[src/common/adc_defines.svh]
`ifndef ADC_DEFINES_SVH
`define ADC_DEFINES_SVH

// converter word and channel layout
`define ADC_W_SAMPLE 18 // bits per adc word
`define ADC_N_CHAN 8 // simultaneous channels
`define ADC_N_PER_LINE 4 // channels carried on each serial line

// bits clocked out of each line in one frame
`define ADC_RD_LENGTH (`ADC_W_SAMPLE * `ADC_N_PER_LINE)

// conversion timing, in clk_in cycles
`define ADC_MIN_T_CYCLE 85 // min clocks held in conv before next convst

// oversampling select pins
`define ADC_W_OS 2

`endif

[src/common/adc_pkg.sv]
`include "adc_defines.svh"

package adc_pkg;

	////////////////////////////////////////////////////////////////////////////
	// data widths
	////////////////////////////////////////////////////////////////////////////

	typedef logic signed [`ADC_W_SAMPLE-1:0] adc_sample_t; // twos complement adc word
	typedef logic [$clog2(`ADC_N_CHAN)-1:0] adc_chan_t; // channel number 0..7
	typedef logic [7:0] adc_cnt_t; // per-state cycle counter

	////////////////////////////////////////////////////////////////////////////
	// state machines
	////////////////////////////////////////////////////////////////////////////

	typedef enum logic [1:0] {
		CV_IDLE, // waiting for start command
		CV_CONVST, // convst low, one cycle
		CV_CONV // converting, waiting on min time and busy
	} conv_state_t;

	typedef enum logic [1:0] {
		RD_IDLE, // waiting for busy rise
		RD_READ, // chip select low, shifting
		RD_WAIT // frame done, waiting for busy fall
	} read_state_t;

endpackage

[src/common/sample_bus_if.sv]
`timescale 1ns/100ps

// decoded words from the serial reader into the sample bank
interface sample_bus_if import adc_pkg::*; ();

	logic word_valid; // one cycle strobe, always accepted
	adc_chan_t chan_a; // channel of word_a, 0..3
	adc_chan_t chan_b; // channel of word_b, 4..7
	adc_sample_t word_a; // word from line a
	adc_sample_t word_b; // word from line b

	modport src (
		output word_valid, chan_a, chan_b, word_a, word_b
	);

	modport dst (
		input word_valid, chan_a, chan_b, word_a, word_b
	);

endinterface

[src/adc/adc_conv_seq.sv]
`timescale 1ns/100ps
`include "adc_defines.svh"

module adc_conv_seq import adc_pkg::*; (
	input logic clk_in,
	input logic rst_in,
	input logic cstart_in, // start pulse, arms continuous conversion
	input logic busy_in, // adc conversion in progress
	output logic convst_out // convert start to adc, active low
);

	logic run; // set by start, only reset clears it
	conv_state_t cv_state; // current state
	conv_state_t cv_next; // next state
	adc_cnt_t cv_cnt; // cycles spent in current state

	////////////////////////////////////////////////////////////////////////////
	// run flag
	////////////////////////////////////////////////////////////////////////////

	always_ff @(posedge clk_in) begin
		if (rst_in) begin
			run <= 1'b0;
		end else if (cstart_in) begin
			run <= 1'b1; // no stop command, stays armed
		end
	end

	////////////////////////////////////////////////////////////////////////////
	// sequencer fsm
	////////////////////////////////////////////////////////////////////////////

	always_comb begin
		cv_next = cv_state; // hold by default
		case (cv_state)
			CV_IDLE: begin
				if (run)
					cv_next = CV_CONVST;
			end
			CV_CONVST: cv_next = CV_CONV; // single cycle pulse
			CV_CONV: begin
				if ((cv_cnt >= adc_cnt_t'(`ADC_MIN_T_CYCLE)) && !busy_in)
					cv_next = CV_CONVST; // min time met and adc done
			end
			default: cv_next = CV_IDLE;
		endcase
	end

	always_ff @(posedge clk_in) begin
		if (rst_in) begin
			cv_state <= CV_IDLE;
			cv_cnt <= '0;
		end else begin
			cv_state <= cv_next;
			if (cv_next != cv_state)
				cv_cnt <= '0; // restart count on each transition
			else if (cv_cnt != '1)
				cv_cnt <= cv_cnt + 1'b1; // saturate, long busy must not wrap
		end
	end

	assign convst_out = (cv_state != CV_CONVST); // low only in convst

	// a second convst pulse needs at least one conv cycle in between
	a_convst_single: assert property (@(posedge clk_in) disable iff (rst_in)
		!convst_out |=> convst_out);

endmodule

[src/adc/adc_serial_reader.sv]
`timescale 1ns/100ps
`include "adc_defines.svh"

module adc_serial_reader import adc_pkg::*; (
	input logic clk_in,
	input logic rst_in,
	input logic busy_in, // rises at start of conversion
	input logic data_a_in, // serial data, channels 0..3
	input logic data_b_in, // serial data, channels 4..7
	output logic n_cs_out, // chip select to adc, active low
	output logic sclk_out, // serial clock to adc, idle high
	sample_bus_if.src bus
);

	read_state_t rd_state; // current state
	read_state_t rd_next; // next state
	adc_cnt_t rd_cnt; // bit counter, counts in read only
	logic cs_d; // chip select delayed to match capture flops
	logic data_a_q; // capture flop, line a
	logic data_b_q; // capture flop, line b
	adc_sample_t sreg_a; // shift register, line a
	adc_sample_t sreg_b; // shift register, line b
	logic word_end; // shift register completes a word this edge
	logic word_end_q; // word ready in shift registers
	adc_chan_t chan_nxt; // line a channel of the next word

	////////////////////////////////////////////////////////////////////////////
	// read fsm
	////////////////////////////////////////////////////////////////////////////

	always_comb begin
		rd_next = rd_state;
		case (rd_state)
			RD_IDLE: begin
				if (busy_in)
					rd_next = RD_READ; // previous result now valid
			end
			RD_READ: begin
				if (rd_cnt == adc_cnt_t'(`ADC_RD_LENGTH))
					rd_next = RD_WAIT; // last bit shifted
			end
			RD_WAIT: begin
				if (!busy_in)
					rd_next = RD_IDLE;
			end
			default: rd_next = RD_IDLE;
		endcase
	end

	always_ff @(posedge clk_in) begin
		if (rst_in) begin
			rd_state <= RD_IDLE;
			rd_cnt <= '0;
		end else begin
			rd_state <= rd_next;
			if (rd_next != rd_state)
				rd_cnt <= '0;
			else if (rd_state == RD_READ)
				rd_cnt <= rd_cnt + 1'b1;
		end
	end

	// registered chip select, low for exactly one frame of bits
	always_ff @(posedge clk_in) begin
		if (rst_in) begin
			n_cs_out <= 1'b1;
			cs_d <= 1'b0;
		end else begin
			n_cs_out <= !((rd_state == RD_IDLE && busy_in) ||
				(rd_state == RD_READ && rd_cnt < adc_cnt_t'(`ADC_RD_LENGTH - 1)));
			cs_d <= !n_cs_out; // bit k sits in capture flop one edge later
		end
	end

	assign sclk_out = clk_in | n_cs_out; // gated copy, parked high outside frame

	////////////////////////////////////////////////////////////////////////////
	// capture and shift
	////////////////////////////////////////////////////////////////////////////

	always_ff @(posedge clk_in) begin
		data_a_q <= data_a_in; // sampled on rising clk_in
		data_b_q <= data_b_in;
		if (cs_d) begin
			sreg_a <= {sreg_a[`ADC_W_SAMPLE-2:0], data_a_q}; // msb first
			sreg_b <= {sreg_b[`ADC_W_SAMPLE-2:0], data_b_q};
		end
	end

	// word boundaries at bit counts 18, 36, 54, 72
	always_comb begin
		word_end = 1'b0;
		for (int i = 1; i <= `ADC_N_PER_LINE; i++) begin
			if (rd_cnt == adc_cnt_t'(i * `ADC_W_SAMPLE))
				word_end = 1'b1;
		end
		word_end = word_end && (rd_state == RD_READ);
	end

	////////////////////////////////////////////////////////////////////////////
	// word output
	////////////////////////////////////////////////////////////////////////////

	always_ff @(posedge clk_in) begin
		if (rst_in) begin
			word_end_q <= 1'b0;
			bus.word_valid <= 1'b0;
			bus.chan_a <= '0;
			bus.chan_b <= '0;
			chan_nxt <= '0;
		end else begin
			word_end_q <= word_end;
			bus.word_valid <= word_end_q;
			if (rd_state == RD_IDLE) begin
				chan_nxt <= '0; // each frame starts at channel 0
			end else if (word_end_q) begin
				bus.chan_a <= chan_nxt;
				bus.chan_b <= chan_nxt + adc_chan_t'(`ADC_N_PER_LINE); // line b offset
				chan_nxt <= chan_nxt + 1'b1;
			end
		end
	end

	// hold the word while the shift registers move on
	always_ff @(posedge clk_in) begin
		if (word_end_q) begin
			bus.word_a <= sreg_a;
			bus.word_b <= sreg_b;
		end
	end

	// a frame only opens once the adc has started converting
	a_cs_on_busy: assert property (@(posedge clk_in) disable iff (rst_in)
		$fell(n_cs_out) |-> $past(rd_state == RD_IDLE && busy_in));

endmodule

[src/design/sample_bank.sv]
`timescale 1ns/100ps
`include "adc_defines.svh"

module sample_bank import adc_pkg::*; (
	input logic clk_in,
	input logic rst_in,
	input adc_chan_t chan_sel_in, // read port channel select
	output adc_sample_t sample_out, // selected sample, one cycle later
	output logic frame_out, // pulse after the last word of a frame
	sample_bus_if.dst bus
);

	adc_sample_t bank [`ADC_N_CHAN]; // latest word per channel
	logic [$clog2(`ADC_N_PER_LINE)-1:0] word_cnt; // words seen in current frame

	////////////////////////////////////////////////////////////////////////////
	// sample registers
	////////////////////////////////////////////////////////////////////////////

	always_ff @(posedge clk_in) begin
		if (rst_in) begin
			for (int i = 0; i < `ADC_N_CHAN; i++)
				bank[i] <= '0; // samples read back as zero after reset
		end else if (bus.word_valid) begin
			bank[bus.chan_a] <= bus.word_a; // lower half
			bank[bus.chan_b] <= bus.word_b; // upper half
		end
	end

	// frame marker
	always_ff @(posedge clk_in) begin
		if (rst_in) begin
			word_cnt <= '0;
			frame_out <= 1'b0;
		end else begin
			frame_out <= bus.word_valid && (&word_cnt); // fourth word written
			if (bus.word_valid)
				word_cnt <= word_cnt + 1'b1; // wraps to 0 for next frame
		end
	end

	////////////////////////////////////////////////////////////////////////////
	// read port
	////////////////////////////////////////////////////////////////////////////

	always_ff @(posedge clk_in) begin
		if (rst_in)
			sample_out <= '0;
		else
			sample_out <= bank[chan_sel_in];
	end

	// both lines must deliver the same slot of the frame together
	a_chan_pair: assert property (@(posedge clk_in) disable iff (rst_in)
		bus.word_valid |-> (bus.chan_b == adc_chan_t'(bus.chan_a + `ADC_N_PER_LINE)));

endmodule

[src/design/adc_subsys_top.sv]
`timescale 1ns/100ps
`include "adc_defines.svh"

module adc_subsys_top import adc_pkg::*; (
	input logic clk_in,
	input logic rst_in,
	input logic cstart_in, // start continuous conversion
	input logic [`ADC_W_OS-1:0] os_in, // oversampling select
	input logic busy_in, // from adc
	input logic data_a_in, // from adc, line a
	input logic data_b_in, // from adc, line b
	input adc_chan_t chan_sel_in, // sample read select
	output logic [`ADC_W_OS-1:0] os_out, // to adc os pins
	output logic reset_out, // to adc reset pin
	output logic convst_out, // to adc
	output logic n_cs_out, // to adc
	output logic sclk_out, // to adc
	output adc_sample_t sample_out, // selected channel sample
	output logic frame_out // new frame stored
);

	sample_bus_if sbus (); // reader to bank words

	assign os_out = os_in; // pass through
	assign reset_out = rst_in; // adc reset follows system reset

	adc_conv_seq u_conv_seq (
		.clk_in(clk_in),
		.rst_in(rst_in),
		.cstart_in(cstart_in),
		.busy_in(busy_in),
		.convst_out(convst_out)
	);

	adc_serial_reader u_serial_reader (
		.clk_in(clk_in),
		.rst_in(rst_in),
		.busy_in(busy_in),
		.data_a_in(data_a_in),
		.data_b_in(data_b_in),
		.n_cs_out(n_cs_out),
		.sclk_out(sclk_out),
		.bus(sbus.src)
	);

	sample_bank u_sample_bank (
		.clk_in(clk_in),
		.rst_in(rst_in),
		.chan_sel_in(chan_sel_in),
		.sample_out(sample_out),
		.frame_out(frame_out),
		.bus(sbus.dst)
	);

endmodule

[config.mk]
export PLATFORM = sky130hd
export DESIGN_NAME = adc_subsys_top
export DESIGN_NICKNAME = d
export VERILOG_FILES = /design/src/common/adc_pkg.sv /design/src/common/sample_bus_if.sv /design/src/adc/adc_conv_seq.sv /design/src/adc/adc_serial_reader.sv /design/src/design/sample_bank.sv /design/src/design/adc_subsys_top.sv
export VERILOG_INCLUDE_DIRS = /design/src /design/src/common
export SDC_FILE = /design/constraint.sdc
export NUM_CORES = 1
export LEC_CHECK = 0
export ABC_AREA = 1
export ABC_CLOCK_PERIOD_IN_PS = 2700
export BUFFER_PORTS_ARGS = -buffer_cell sky130_fd_sc_hd__buf_4
export CORE_UTILIZATION = 56
export DETAILED_ROUTE_END_ITERATION = 7
export PLACE_DENSITY_LB_ADDON = 0.08
export SETUP_SLACK_MARGIN = 0.5
export SYNTH_ARGS = -nofsm -noshare
export SYNTH_HDL_FRONTEND = slang
export SYNTH_SLANG_ARGS = --single-unit
[constraint.sdc]
create_clock -name clk_in -period 2.7 [get_ports clk_in]
set_clock_uncertainty 0.2 [all_clocks]
set_input_delay 0.135 -clock clk_in [delete_from_list [all_inputs] [get_ports clk_in]]
set_output_delay 0.135 -clock clk_in [all_outputs]
set_load 0.03 [all_outputs]
==> impl_results.md, run 1 <==
* Static Leak at a little under 5 nW
* Metal3 WL at 4220 µm
* Net count after synthesis at 1045
* Cell area after placement at 12000 µm²
* Initial Util at around 58%
* Commonest non-fill, non-tap cells in the layout: edfxtp_1, o22ai_1, nor2_1
* Drt via density at about 6.1
* Layout Cell Area excl Fill at between 10000 and 15000 µm²
* Core area at 19700 µm²
* CP arrival at 1.95 ns
* Flops & latches, synth at between 200 and 300
* Cell accounting for the most synthesized area: edfxtp_1
* DRC at 0
* Synthesized area per cell at 11.1 µm²
* I/O Pins at 36
* Crit-path max FO at 2
* GRT overflow at 0
* Critical path, cell by cell: clkbuf_16, clkbuf_16, or2_4, buf_6
* Final slew viol count at 0
* Antenna diode count at 0
* Critical path startpoint category: clock port
* Crit-path slowest cell: or2_4
* Top post-synthesis cells by area: edfxtp_1, dfxtp_1, o22ai_1
* Pre-Repair DR Iteration Count at 5
* Endpoint type of the worst setup path: output port
* Die Wd at about 140 µm
* Worst-Margin Slew at between 0.5 and 0.6 ns
* WL/cell at 21.9 µm
* Nets at 1102
* Max-Cap Viols at 0
* Worst path max stage delay at 0.22 ns
* Rows at 51
* Post-synthesis instance total at between 1000 and 1500
* Yosys warns at 0
* Switch share at 21.0%
* Setup tns final at 0 ns
* Post-route ant nets at 0
* Status: finished clean
* Post-synthesis instance area at about 11000 µm²
* Yosys top cell area share at between 50% and 60%
* Metal-1 WL at around 12000 µm
* Largest net degree at the start of global routing at 58
* Final Non-Filler Cells at 1370
* Crit Path Class: clk -> out
* Sequential area share after synthesis at 66.8%
* Initial antenna violation count at 0
* Fin util at 67.0%
* 1st-iter DRT viols at approximately 1200
* Most common cell after layout, fill and taps aside: edfxtp_1
* Post-synth cell types at 31
* Global-route wire length before repair at between 40000 and 50000 µm
* Drt total wl at 30000 µm
* Port buffer count at 31
* Peak supply drop at about 0.57 mV
* Final hold violation count at 0
* Async SR Flop Fraction at 0%
* Crit path required time at around 2.4 ns
* Die footprint at between 20000 and 25000 µm²
* Slew Limit Headroom at around 62%
* Die Span Y at 144 µm
* Worst skew pair latency at around 0.66 ns
* Cell count after placement at roughly 1300
* Vias in the first global route at 7501
* Internal power at 7.59 mW
* Vias at 8400
* Part of the power in registers at between 40% and 50%
* Share of layout cells above drive strength 1 at between 10% and 20%
* Post-synth EDFFs at 216
* CTS tree: yes
* Psw at approximately 2 mW
* Final setup viols at 0
* All-Layer GR Usage at 29.9%
* Hold WC Path Type: in -> out
* Most Frequent Cell on Critical Path: clkbuf_16
* Dpl hpwl at between 15000 and 20000 µm
* PD cells at approximately 730 nW/µm²
* Top sig layer: met4
* Area delta synth->final at 15.9%
* RD Place Congestion at ~0.89
* Gate power share at about 5.2%
* WL met2 at around 12000 µm
* Main synth FF type: edfxtp_1
* Clk network pwr share at about 45%
* RSZ-0062 raised after global routing: true
cell usage after synthesis (2+ instances only):
cell type / count
edfxtp_1: 216
o22ai_1: 163
nor2_1: 156
nand2_1: 126
o21ai_0: 94
dfxtp_1: 55
inv_1: 55
clkbuf_1: 26
buf_2: 20
mux2i_1: 18
nand2_2: 16
nand3_1: 14
a21oi_1: 10
ha_1: 8
nor3_1: 8
inv_2: 7
xor2_1: 7
o21ai_1: 5
nand4_1: 4
buf_4: 3
buf_1: 2
clkinv_1: 2
nor2_8: 2
xnor2_1: 2
cells by family after synthesis:
logic type / share of synthesized area (%)
fa+ha+maj: 0.881
compound gates: 14.1
xor+xnor: 0.694
flops: 66.8
buf+inv: 4.12
simple gates: 11.9
mux: 1.59
power groups by stage:
stage / clock (mW) / sequential [mW] / combinational, mW
5_1_grt: 4.59 / 4.77 / 0.546
4_1_cts: 4.41 / 4.75 / 0.498
3_5_place_dp: 0.0320 / 4.84 / 0.480
3_3_place_gp: 0.0320 / 4.83 / 0.478
2_1_floorplan: 0.0223 / 4.88 / 0.244
6_report: 4.36 / 4.75 / 0.499
cell type report:
cell class,count,area [µm²]
Clock buffer,45,928
Timing Repair Buffer,74,598
Fill cell,1479,6480
Tap cell,265,332
Sequential cell,271,7590
Clock inverter,11,156
Multi-Input combinational cell,640,3330
Inverter,64,240
final timing paths:
path,start,to,slack (ns),cells after the start
max,clk_in,sclk_out,0.41,4
min,os_in[0],os_out[0],0.07,0
max reg2reg,u_serial_reader.bus.word_valid,u_sample_bank.bank[4][4],0.61,7
min reg2reg,u_serial_reader.data_b_q,u_serial_reader.sreg_b[0],0.21,0
layer usage:
metal	track usage, %	up-vias
li1	-	3853
met1	45.1	3857
met2	39.0	582
met3	8.28	108
met4	15.1	0
met5	0	-
metrics by stage:
step                      setup WS, ns  hold slack, ns  total power, mW
after detailed placement         0.597          0.0408             5.35
final                            0.415          0.0700             9.61
after CTS                        0.413          0.0700             9.66
after global routing             0.404          0.0701             9.90
after floorplan                  0.507         -0.0373             5.15
after global placement           0.597          0.0395             5.34
what timing repair did:
| action | 4_1_cts | 5_1_grt |
|---|---|---|
| hold buffers | 12 | 0 |
| resized for setup | 2 | 4 |
| pin swaps | 0 | 0 |
| endpoints found under the setup margin | 1 | 37 |
| setup buffers | 0 | 0 |
| endpoints found under the hold margin | 50 | 0 |
registers in the layout, indices dropped and copies added (netlist names), 8 cells and up:
name	count
u_serial_reader.bus.word_a	18
u_sample_bank.bank	144
u_sample_bank.sample_out	18
u_serial_reader.sreg_a	18
u_serial_reader.rd_cnt	8
u_serial_reader.sreg_b	18
u_serial_reader.bus.word_b	18
u_conv_seq.cv_cnt	8
worst max-delay path, delay by kind of cell:
kind / cells / cell delay [ns]
buf+inv: 3 / 0.38
simple gates: 1 / 0.22
(Power assumes the default switching activity.)
==> run 2, diff against run 1 <==
- ABC_AREA: 1 -> 0
- ABC_CLOCK_PERIOD_IN_PS: 2700 -> 2140
- clock period: 2.7 -> 2.14 ns (I/O delays scaled with it)
==> run 2 against run 1 <==
Global-route usage is 0.87 points lower. Clock power increased by 20%. Synthesized cell count is 28% lower. Critical path type is now reg -> reg. Largest power group unchanged.
==> impl_results.md, run 2 <==
* Slew Limit Headroom at 63.0% (+1.3 points)
* I/O Pins at 36 (unchanged)
* Initial antenna violation count at 0 (unchanged)
* Post-synthesis simple-gate area fraction at 6.02% (-5.9 points)
* CTS tree: yes
* Gate power share at 6.1% (+0.9 points)
* Status: finished clean
* DRC at 0 (unchanged)
* Share of layout cells above drive strength 1 at 35.6% (+23 points)
* Final setup viols at 0 (unchanged)
* Final hold violation count at 0 (unchanged)
* Multi-input combinational cell area at 3840 µm² (+15%)
* Synthesized-area fraction occupied by adder cells at 0.876% (-0.0050 points)
* Internal power at 9.28 mW (+22%)
* Initial Util at 58.0% (+0.14 points)
* GRT met1 Usage at 36.9% (-8.2 points)
* CP arrival at 2.34 ns (+0.39 ns)
* Clock-pin slew on the worst setup and hold paths at 0.06 ns
* Setup tns final at 0 ns (unchanged)
* Post-synth EDFFs at 216 (unchanged)
* Critical path startpoint category: flip-flop
* Largest Register: u_sample_bank.bank
* Antenna diode count at 0 (unchanged)
* Reg2Reg Depth at 7 (unchanged)
* RR Endpoint: u_sample_bank.bank[4][8]
* Peak Freq at approximately 0.5 GHz
* XOR/XNOR share of the synthesized area at 0.996% (+0.30 points)
* Total power at 11.9 mW (+23%)
* Drt via density at 6.46 (+5.4%)
* Net count after synthesis at 762 (-27%)
* Worst Setup SP: u_serial_reader.bus.word_valid
* Final slew viol count at 0 (unchanged)
* Die Span Y at 145 µm (+0.28%)
* Yosys warns at 0 (unchanged)
* Mux cell area share after synthesis at 9.19% (+7.6 points)
* Post-synthesis instance area at 11400 µm² (+0.57%)
* Most common cell after layout, fill and taps aside: edfxtp_1
* WL/cell at 26.9 µm (+23%)
* Async SR Flop Fraction at 0% (unchanged)
* Synth Area in Compound Gates at 13.0% (-1.1 points)
* Endpoint type of the worst setup path: flip-flop
* Post-route ant nets at 0 (unchanged)
* GRT overflow at 0 (unchanged)
* Vias at 7327 (-13%)
* Nets at 865 (-22%)
* Pre-Repair DR Iteration Count at 5 (unchanged)
* List of most frequent post-synthesis cells: edfxtp_1, a22o_1, dfxtp_1, nor2_1, buf_1
* Flops & latches, synth at 271 (unchanged)
* Vias in the first global route at 7172 (-4.4%)
* Static Leak at 5.47 nW (+11%)
* Yosys top cell area share at 56.7% (-0.32 points)
* Sequential area share after synthesis at 66.4% (-0.38 points)
* Switch share at 21.7% (+0.71 points)
* Reg area at 7610 µm² (+0.35%)
* Drt total wl at 30500 µm (+1.7%)
* All-Layer GR Usage at 29.0% (-0.87 points)
* Rows at 51 (unchanged)
* Filler Cell Count at 1117 (-24%)
* Commonest non-fill, non-tap cells in the layout: edfxtp_1, a22o_1, buf_4
* Hold WC Path Type: in -> out
* Port buffer count at 31 (unchanged)
* Post-synthesis instance total at 743 (-28%)
* 1st-iter DRT viols at 706 (-41%)
* Cell accounting for the most synthesized area: edfxtp_1
* Top-count cell post-synth: edfxtp_1
* Worst-Margin Slew at 0.555 ns (-0.0164 ns)
* Main synth FF type: edfxtp_1
* Dpl hpwl at 15400 µm (-22%)
* Global-route wire length before repair at 43400 µm (-2.2%)
* GR Layer Usage met2 at 49.4% (+10 points)
* Top post-synthesis cells by area: edfxtp_1, a22o_1, dfxtp_1
* Clk network pwr share at 44.2% (-1.2 points)
* Busiest grt layer: met2
* Reg-to-Reg Start: u_serial_reader.bus.word_valid
* Worst skew pair latency at 0.66 ns (about the same)
* R2R Setup Slk at 0.12 ns (-0.49 ns)
* Max FFs per register at 144 (unchanged)
* Psw at 2.57 mW (+28%)
* Final worst-path cycle share at approximately 95%
* Crit Path Class: reg -> reg
* Part of the power in registers at 49.7% (+0.3 points)
* Critical path destination: u_sample_bank.bank[4][8]
* Core area at 19700 µm² (+0.33%)
* Synthesized area per cell at 15.4 µm² (+39%)
* Area delta synth->final at 29.3%
* Largest family of logic cells by synthesized area: compound AO/OA/AOI/OAI gates
* M3 GR Usage at 4.21% (-4.1 points)
* Largest net degree at the start of global routing at 37 (-36%)
* RSZ-0062 raised after global routing: true
* Post-synth cell types at 49 (+58%)
* Max-Cap Viols at 0 (unchanged)
* Peak supply drop at 0.627 mV (+9.2%)
* Crit-path max FO at 8 (+6)
* PD cells at 802 nW/µm² (+9.9%)
* Fin crit period at roughly 2 ns
* RD Place Congestion at 0.828 (-7.3%)
* Crit path required time at 2.46 ns (+0.09 ns)
* Die Wd at 145 µm (+0.28%)
* Die footprint at 21000 µm² (+0.56%)
-- run 2: cell count changes in the layout (fill, tap and decap cells not counted), moves of 20 or more --
cell | before | now
mux4_2 | 0 | 36
buf_12 | 1 | 38
nand2_1 | 126 | 13
nor2_1 | 156 | 44
buf_6 | 1 | 21
o22ai_1 | 163 | 1
a22o_1 | 0 | 143
inv_1 | 55 | 2
o21ai_0 | 94 | 1
-- run 2: critical path, stage by stage, from the launching register on --
cell and delay (ns):
dfxtp_2 0.33, nor2b_4 0.15, or3b_4 0.41, buf_6 0.14, buf_12 0.15, nor2_8 0.17
buf_12 0.16, a22o_1 0.15
-- run 2: cell families (layout without fill, tap and decap cells) --
| family | count (synthesis) | count (layout) |
|---|---|---|
| AOI/OAI and AO/OA | 177 | 177 |
| xor gates and xnor gates | 13 | 13 |
| adders and majority gates | 8 | 8 |
| buffers and inverters | 86 | 212 |
| DFF | 271 | 271 |
| muxes | 60 | 60 |
| and+or+nand+nor | 128 | 128 |
-- run 2: final cells by class --
class                   count  area share [%]
well taps                 265            2.24
clock buffers              35            5.54
flip-flops and latches    271            51.5
repair buffers            146            13.1
clock inverters            23            1.36
inverters                   8           0.305
multi-input cells         386            26.0
-- run 2: worst min-delay path by stage --
stage,slack [ns],startpoint,cells after the start,to
after floorplan,-0.07,data_a_in,0,u_serial_reader.data_a_q
after global placement,0.01,data_a_in,1,u_serial_reader.data_a_q
after detailed placement,0.01,data_b_in,1,u_serial_reader.data_b_q
after CTS,0.01,os_in[1],0,os_out[1]
after global routing,0.01,os_in[1],0,os_out[1]
final,0.01,os_in[1],0,os_out[1]
-- run 2: through the flow --
step	hold slack (ns)	cell area, µm²	worst slack (ns)	instances	utilization, %
detailed placement	0.0128	12000	0.155	984	61.1
global placement	0.0129	12000	0.217	984	61.1
finish	0.0140	14800	0.116	1134	75.0
floorplan	-0.0653	11700	0.134	743	-
CTS	0.0144	14400	0.158	1121	72.9
global route	0.0140	14800	0.0954	1134	75.0
-- run 2: metal layers --
metal,vias to the layer above,routed length [µm],part of all wire [%]
li1,3124,-,-
met4,0,1360,4.5
met1,3709,11500,38
met2,405,15400,50
met3,89,2280,7.5
met5,-,0,0
-- run 2: power by group through the flow --
stage	clock (mW)	sequential, mW	combinational [mW]
after floorplan	0.0225	6.03	0.293
after global placement	0.0306	5.99	0.502
after detailed placement	0.0306	6.00	0.512
after CTS	5.26	5.88	0.663
after global routing	5.48	5.90	0.765
final	5.23	5.89	0.727
-- run 2: timing repair --
action	CTS	global route
hold endpoints to repair	52	0
setup endpoints to repair	310	310
gates cloned	9	3
pin swaps	23	47
hold buffers	11	0
buffers inserted	60	10
resized for setup	51	58
==> run 3, diff against run 2 <==
- CTS_BUF_LIST: unset -> sky130_fd_sc_hd__clkbuf_4 sky130_fd_sc_hd__clkbuf_8 sky130_fd_sc_hd__clkbuf_16
==> run 3 against run 2 <==
Wire length up 0.19%. Fmax decreased by 0.20%. Flip-flop and latch count unchanged. Sequential share of layout area about the same. Final area about the same. Critical endpoint unchanged. Largest cell class unchanged.
==> impl_results.md, run 3 (synthesis gave the netlist of run 2 again) <==
* Pre-Repair DR Iteration Count at 7 (+2)
* Drt via density at 6.46 (unchanged)
* Worst skew pair latency at 0.67 ns (about the same)
* Peak supply drop at 0.636 mV (+1.4%)
* Dpl ws at 0.155 ns (unchanged)
* Crit Path Class: reg -> reg
* Clock-pin slew on the worst setup and hold paths at 0.06 ns (about the same)
* Die footprint at 21000 µm² (unchanged)
* Largest net degree at the start of global routing at 37 (unchanged)
* Clk network pwr share at 44.3% (about the same)
* Internal power at 9.31 mW (+0.28%)
* Part of the power in registers at 49.6% (about the same)
* RSZ-0062 raised after global routing: true
* Static Leak at 5.48 nW (+0.13%)
* Fin worst setup slack at 0.112 ns (-0.00399 ns)
* Crit path required time at 2.46 ns (about the same)
* Critical path startpoint category: flip-flop
* 1st-iter DRT viols at 633 (-10%)
* Most Frequent Cell on Critical Path: buf_12
* Initial Util at 58.0% (unchanged)
* Final slew viol count at 0 (unchanged)
* Critical path, cell by cell: nor2b_4, or3b_4, buf_6, buf_12, nor2_8, buf_12, a22o_1
* Max-Cap Viols at 0 (unchanged)
* Top Family by Delay on Critical Path: simple AND/OR/NAND/NOR gates
* Fin crit period at 2.03 ns (+0.00399 ns)
* Status: finished clean
* Vias in the first global route at 7176 (+0.056%)
* Core area at 19700 µm² (unchanged)
* Crit-path max FO at 8 (unchanged)
* CTS tree: yes
* PD cells at 804 nW/µm² (+0.24%)
* Max FFs per register at 144 (unchanged)
* Endpoint type of the worst setup path: flip-flop
* Vias at 7327 (unchanged)
* Largest Register: u_sample_bank.bank
* GRT overflow at 0 (unchanged)
* I/O Pins at 36 (unchanged)
* Initial antenna violation count at 0 (unchanged)
* Die Span Y at 145 µm (unchanged)
* Hold WC Path Type: in -> out
* Setup tns final at 0 ns (unchanged)
* Port buffer count at 31 (unchanged)
* Slew Limit Headroom at 62.8% (-0.18 points)
* DRC at 0 (unchanged)
* Gate power share at 6.1% (about the same)
* Rows at 51 (unchanged)
* Post-route ant nets at 0 (unchanged)
* Psw at 2.58 mW (+0.35%)
* Switch share at 21.7% (about the same)
* Worst-Margin Slew at 0.558 ns (+0.00271 ns)
* Drt total wl at 30500 µm (+0.19%)
* Most common cell after layout, fill and taps aside: edfxtp_1
* Global-route wire length before repair at 43400 µm (about the same)
* Final setup viols at 0 (unchanged)
* Final worst-path cycle share at 94.8% (+0.19 points)
* Die Wd at 145 µm (unchanged)
* Area delta synth->final at 29.4% (about the same)
* Dpl hpwl at 15400 µm (unchanged)
* Share of layout cells above drive strength 1 at 35.8% (+0.23 points)
* All-Layer GR Usage at 29.0% (about the same)
* RD Place Congestion at 0.828 (unchanged)
* Nets at 865 (unchanged)
* WL/cell at 26.9 µm (+0.19%)
* Antenna diode count at 0 (unchanged)
* Worst path max stage delay at 0.41 ns (about the same)
* CP arrival at 2.35 ns (about the same)
* Peak Freq at 0.493 GHz (-0.20%)
* Final hold violation count at 0 (unchanged)
* Crit-path slowest cell: or3b_4
* Commonest non-fill, non-tap cells in the layout: edfxtp_1, a22o_1, buf_4
* CP bufs+invs at 3 (unchanged)
[run 3: cell counts in the layout (fill, tap and decap cells not counted)]
Identical to the previous run, type by type.
[run 3: area by class of cell]
cell class | instances | area (µm²)
Inverter | 8 | 45.0
Multi-Input combinational cell | 386 | 3840
Timing Repair Buffer | 146 | 1930
Clock buffer | 35 | 827
Fill cell | 1116 | 4930
Tap cell | 265 | 332
Clock inverter | 23 | 201
Sequential cell | 271 | 7610
[run 3: final timing paths]
path	start	to	slack [ns]	depth (start not counted)
min reg2reg	u_serial_reader.data_a_q	u_serial_reader.sreg_a[0]	0.20	0
max	u_serial_reader.bus.word_valid	u_sample_bank.bank[4][8]	0.11	7
min	os_in[1]	os_out[1]	0.01	0
max reg2reg	u_serial_reader.bus.word_valid	u_sample_bank.bank[4][8]	0.11	7
[run 3: layer usage]
metal / global-route usage, % / routed length (µm)
met2: 49.4 / 15400
met5: 0 / 0
met3: 4.21 / 2190
met4: 13.2 / 1440
met1: 36.9 / 11500
[run 3: repair_timing]
action                     in CTS  in global routing
hold buffers                   11                  0
resized for setup              51                 58
setup buffers                  60                 10
hold endpoints to repair       52                  0
pin swaps                      23                 47
setup endpoints to repair     310                310
cloned                          9                  3
[run 3: stage by stage]
stage / utilization, % / std cells / area, µm² / hold WS (ns) / total power [mW]
6_report: 75.0 / 1134 / 14800 / 0.0140 / 11.9
5_1_grt: 75.0 / 1134 / 14800 / 0.0140 / 12.2
4_1_cts: 72.9 / 1121 / 14400 / 0.0144 / 11.8
3_5_place_dp: 61.1 / 984 / 12000 / 0.0128 / 6.54
3_3_place_gp: 61.1 / 984 / 12000 / 0.0129 / 6.52
2_1_floorplan: - / 743 / 11700 / -0.0653 / 6.34
[run 3: power by group through the flow]
stage / sequential [mW] / clock (mW) / combinational, mW
2_1_floorplan: 6.03 / 0.0225 / 0.293
3_3_place_gp: 5.99 / 0.0306 / 0.502
4_1_cts: 5.88 / 5.28 / 0.663
6_report: 5.89 / 5.27 / 0.726
3_5_place_dp: 6.00 / 0.0306 / 0.512
5_1_grt: 5.90 / 5.51 / 0.765
[run 3: worst register-to-register path, stage by stage, from the launching register on]
cell and delay (ns):
dfxtp_2 0.33, nor2b_4 0.15, or3b_4 0.41, buf_6 0.15
buf_12 0.15, nor2_8 0.18, buf_12 0.16, a22o_1 0.16
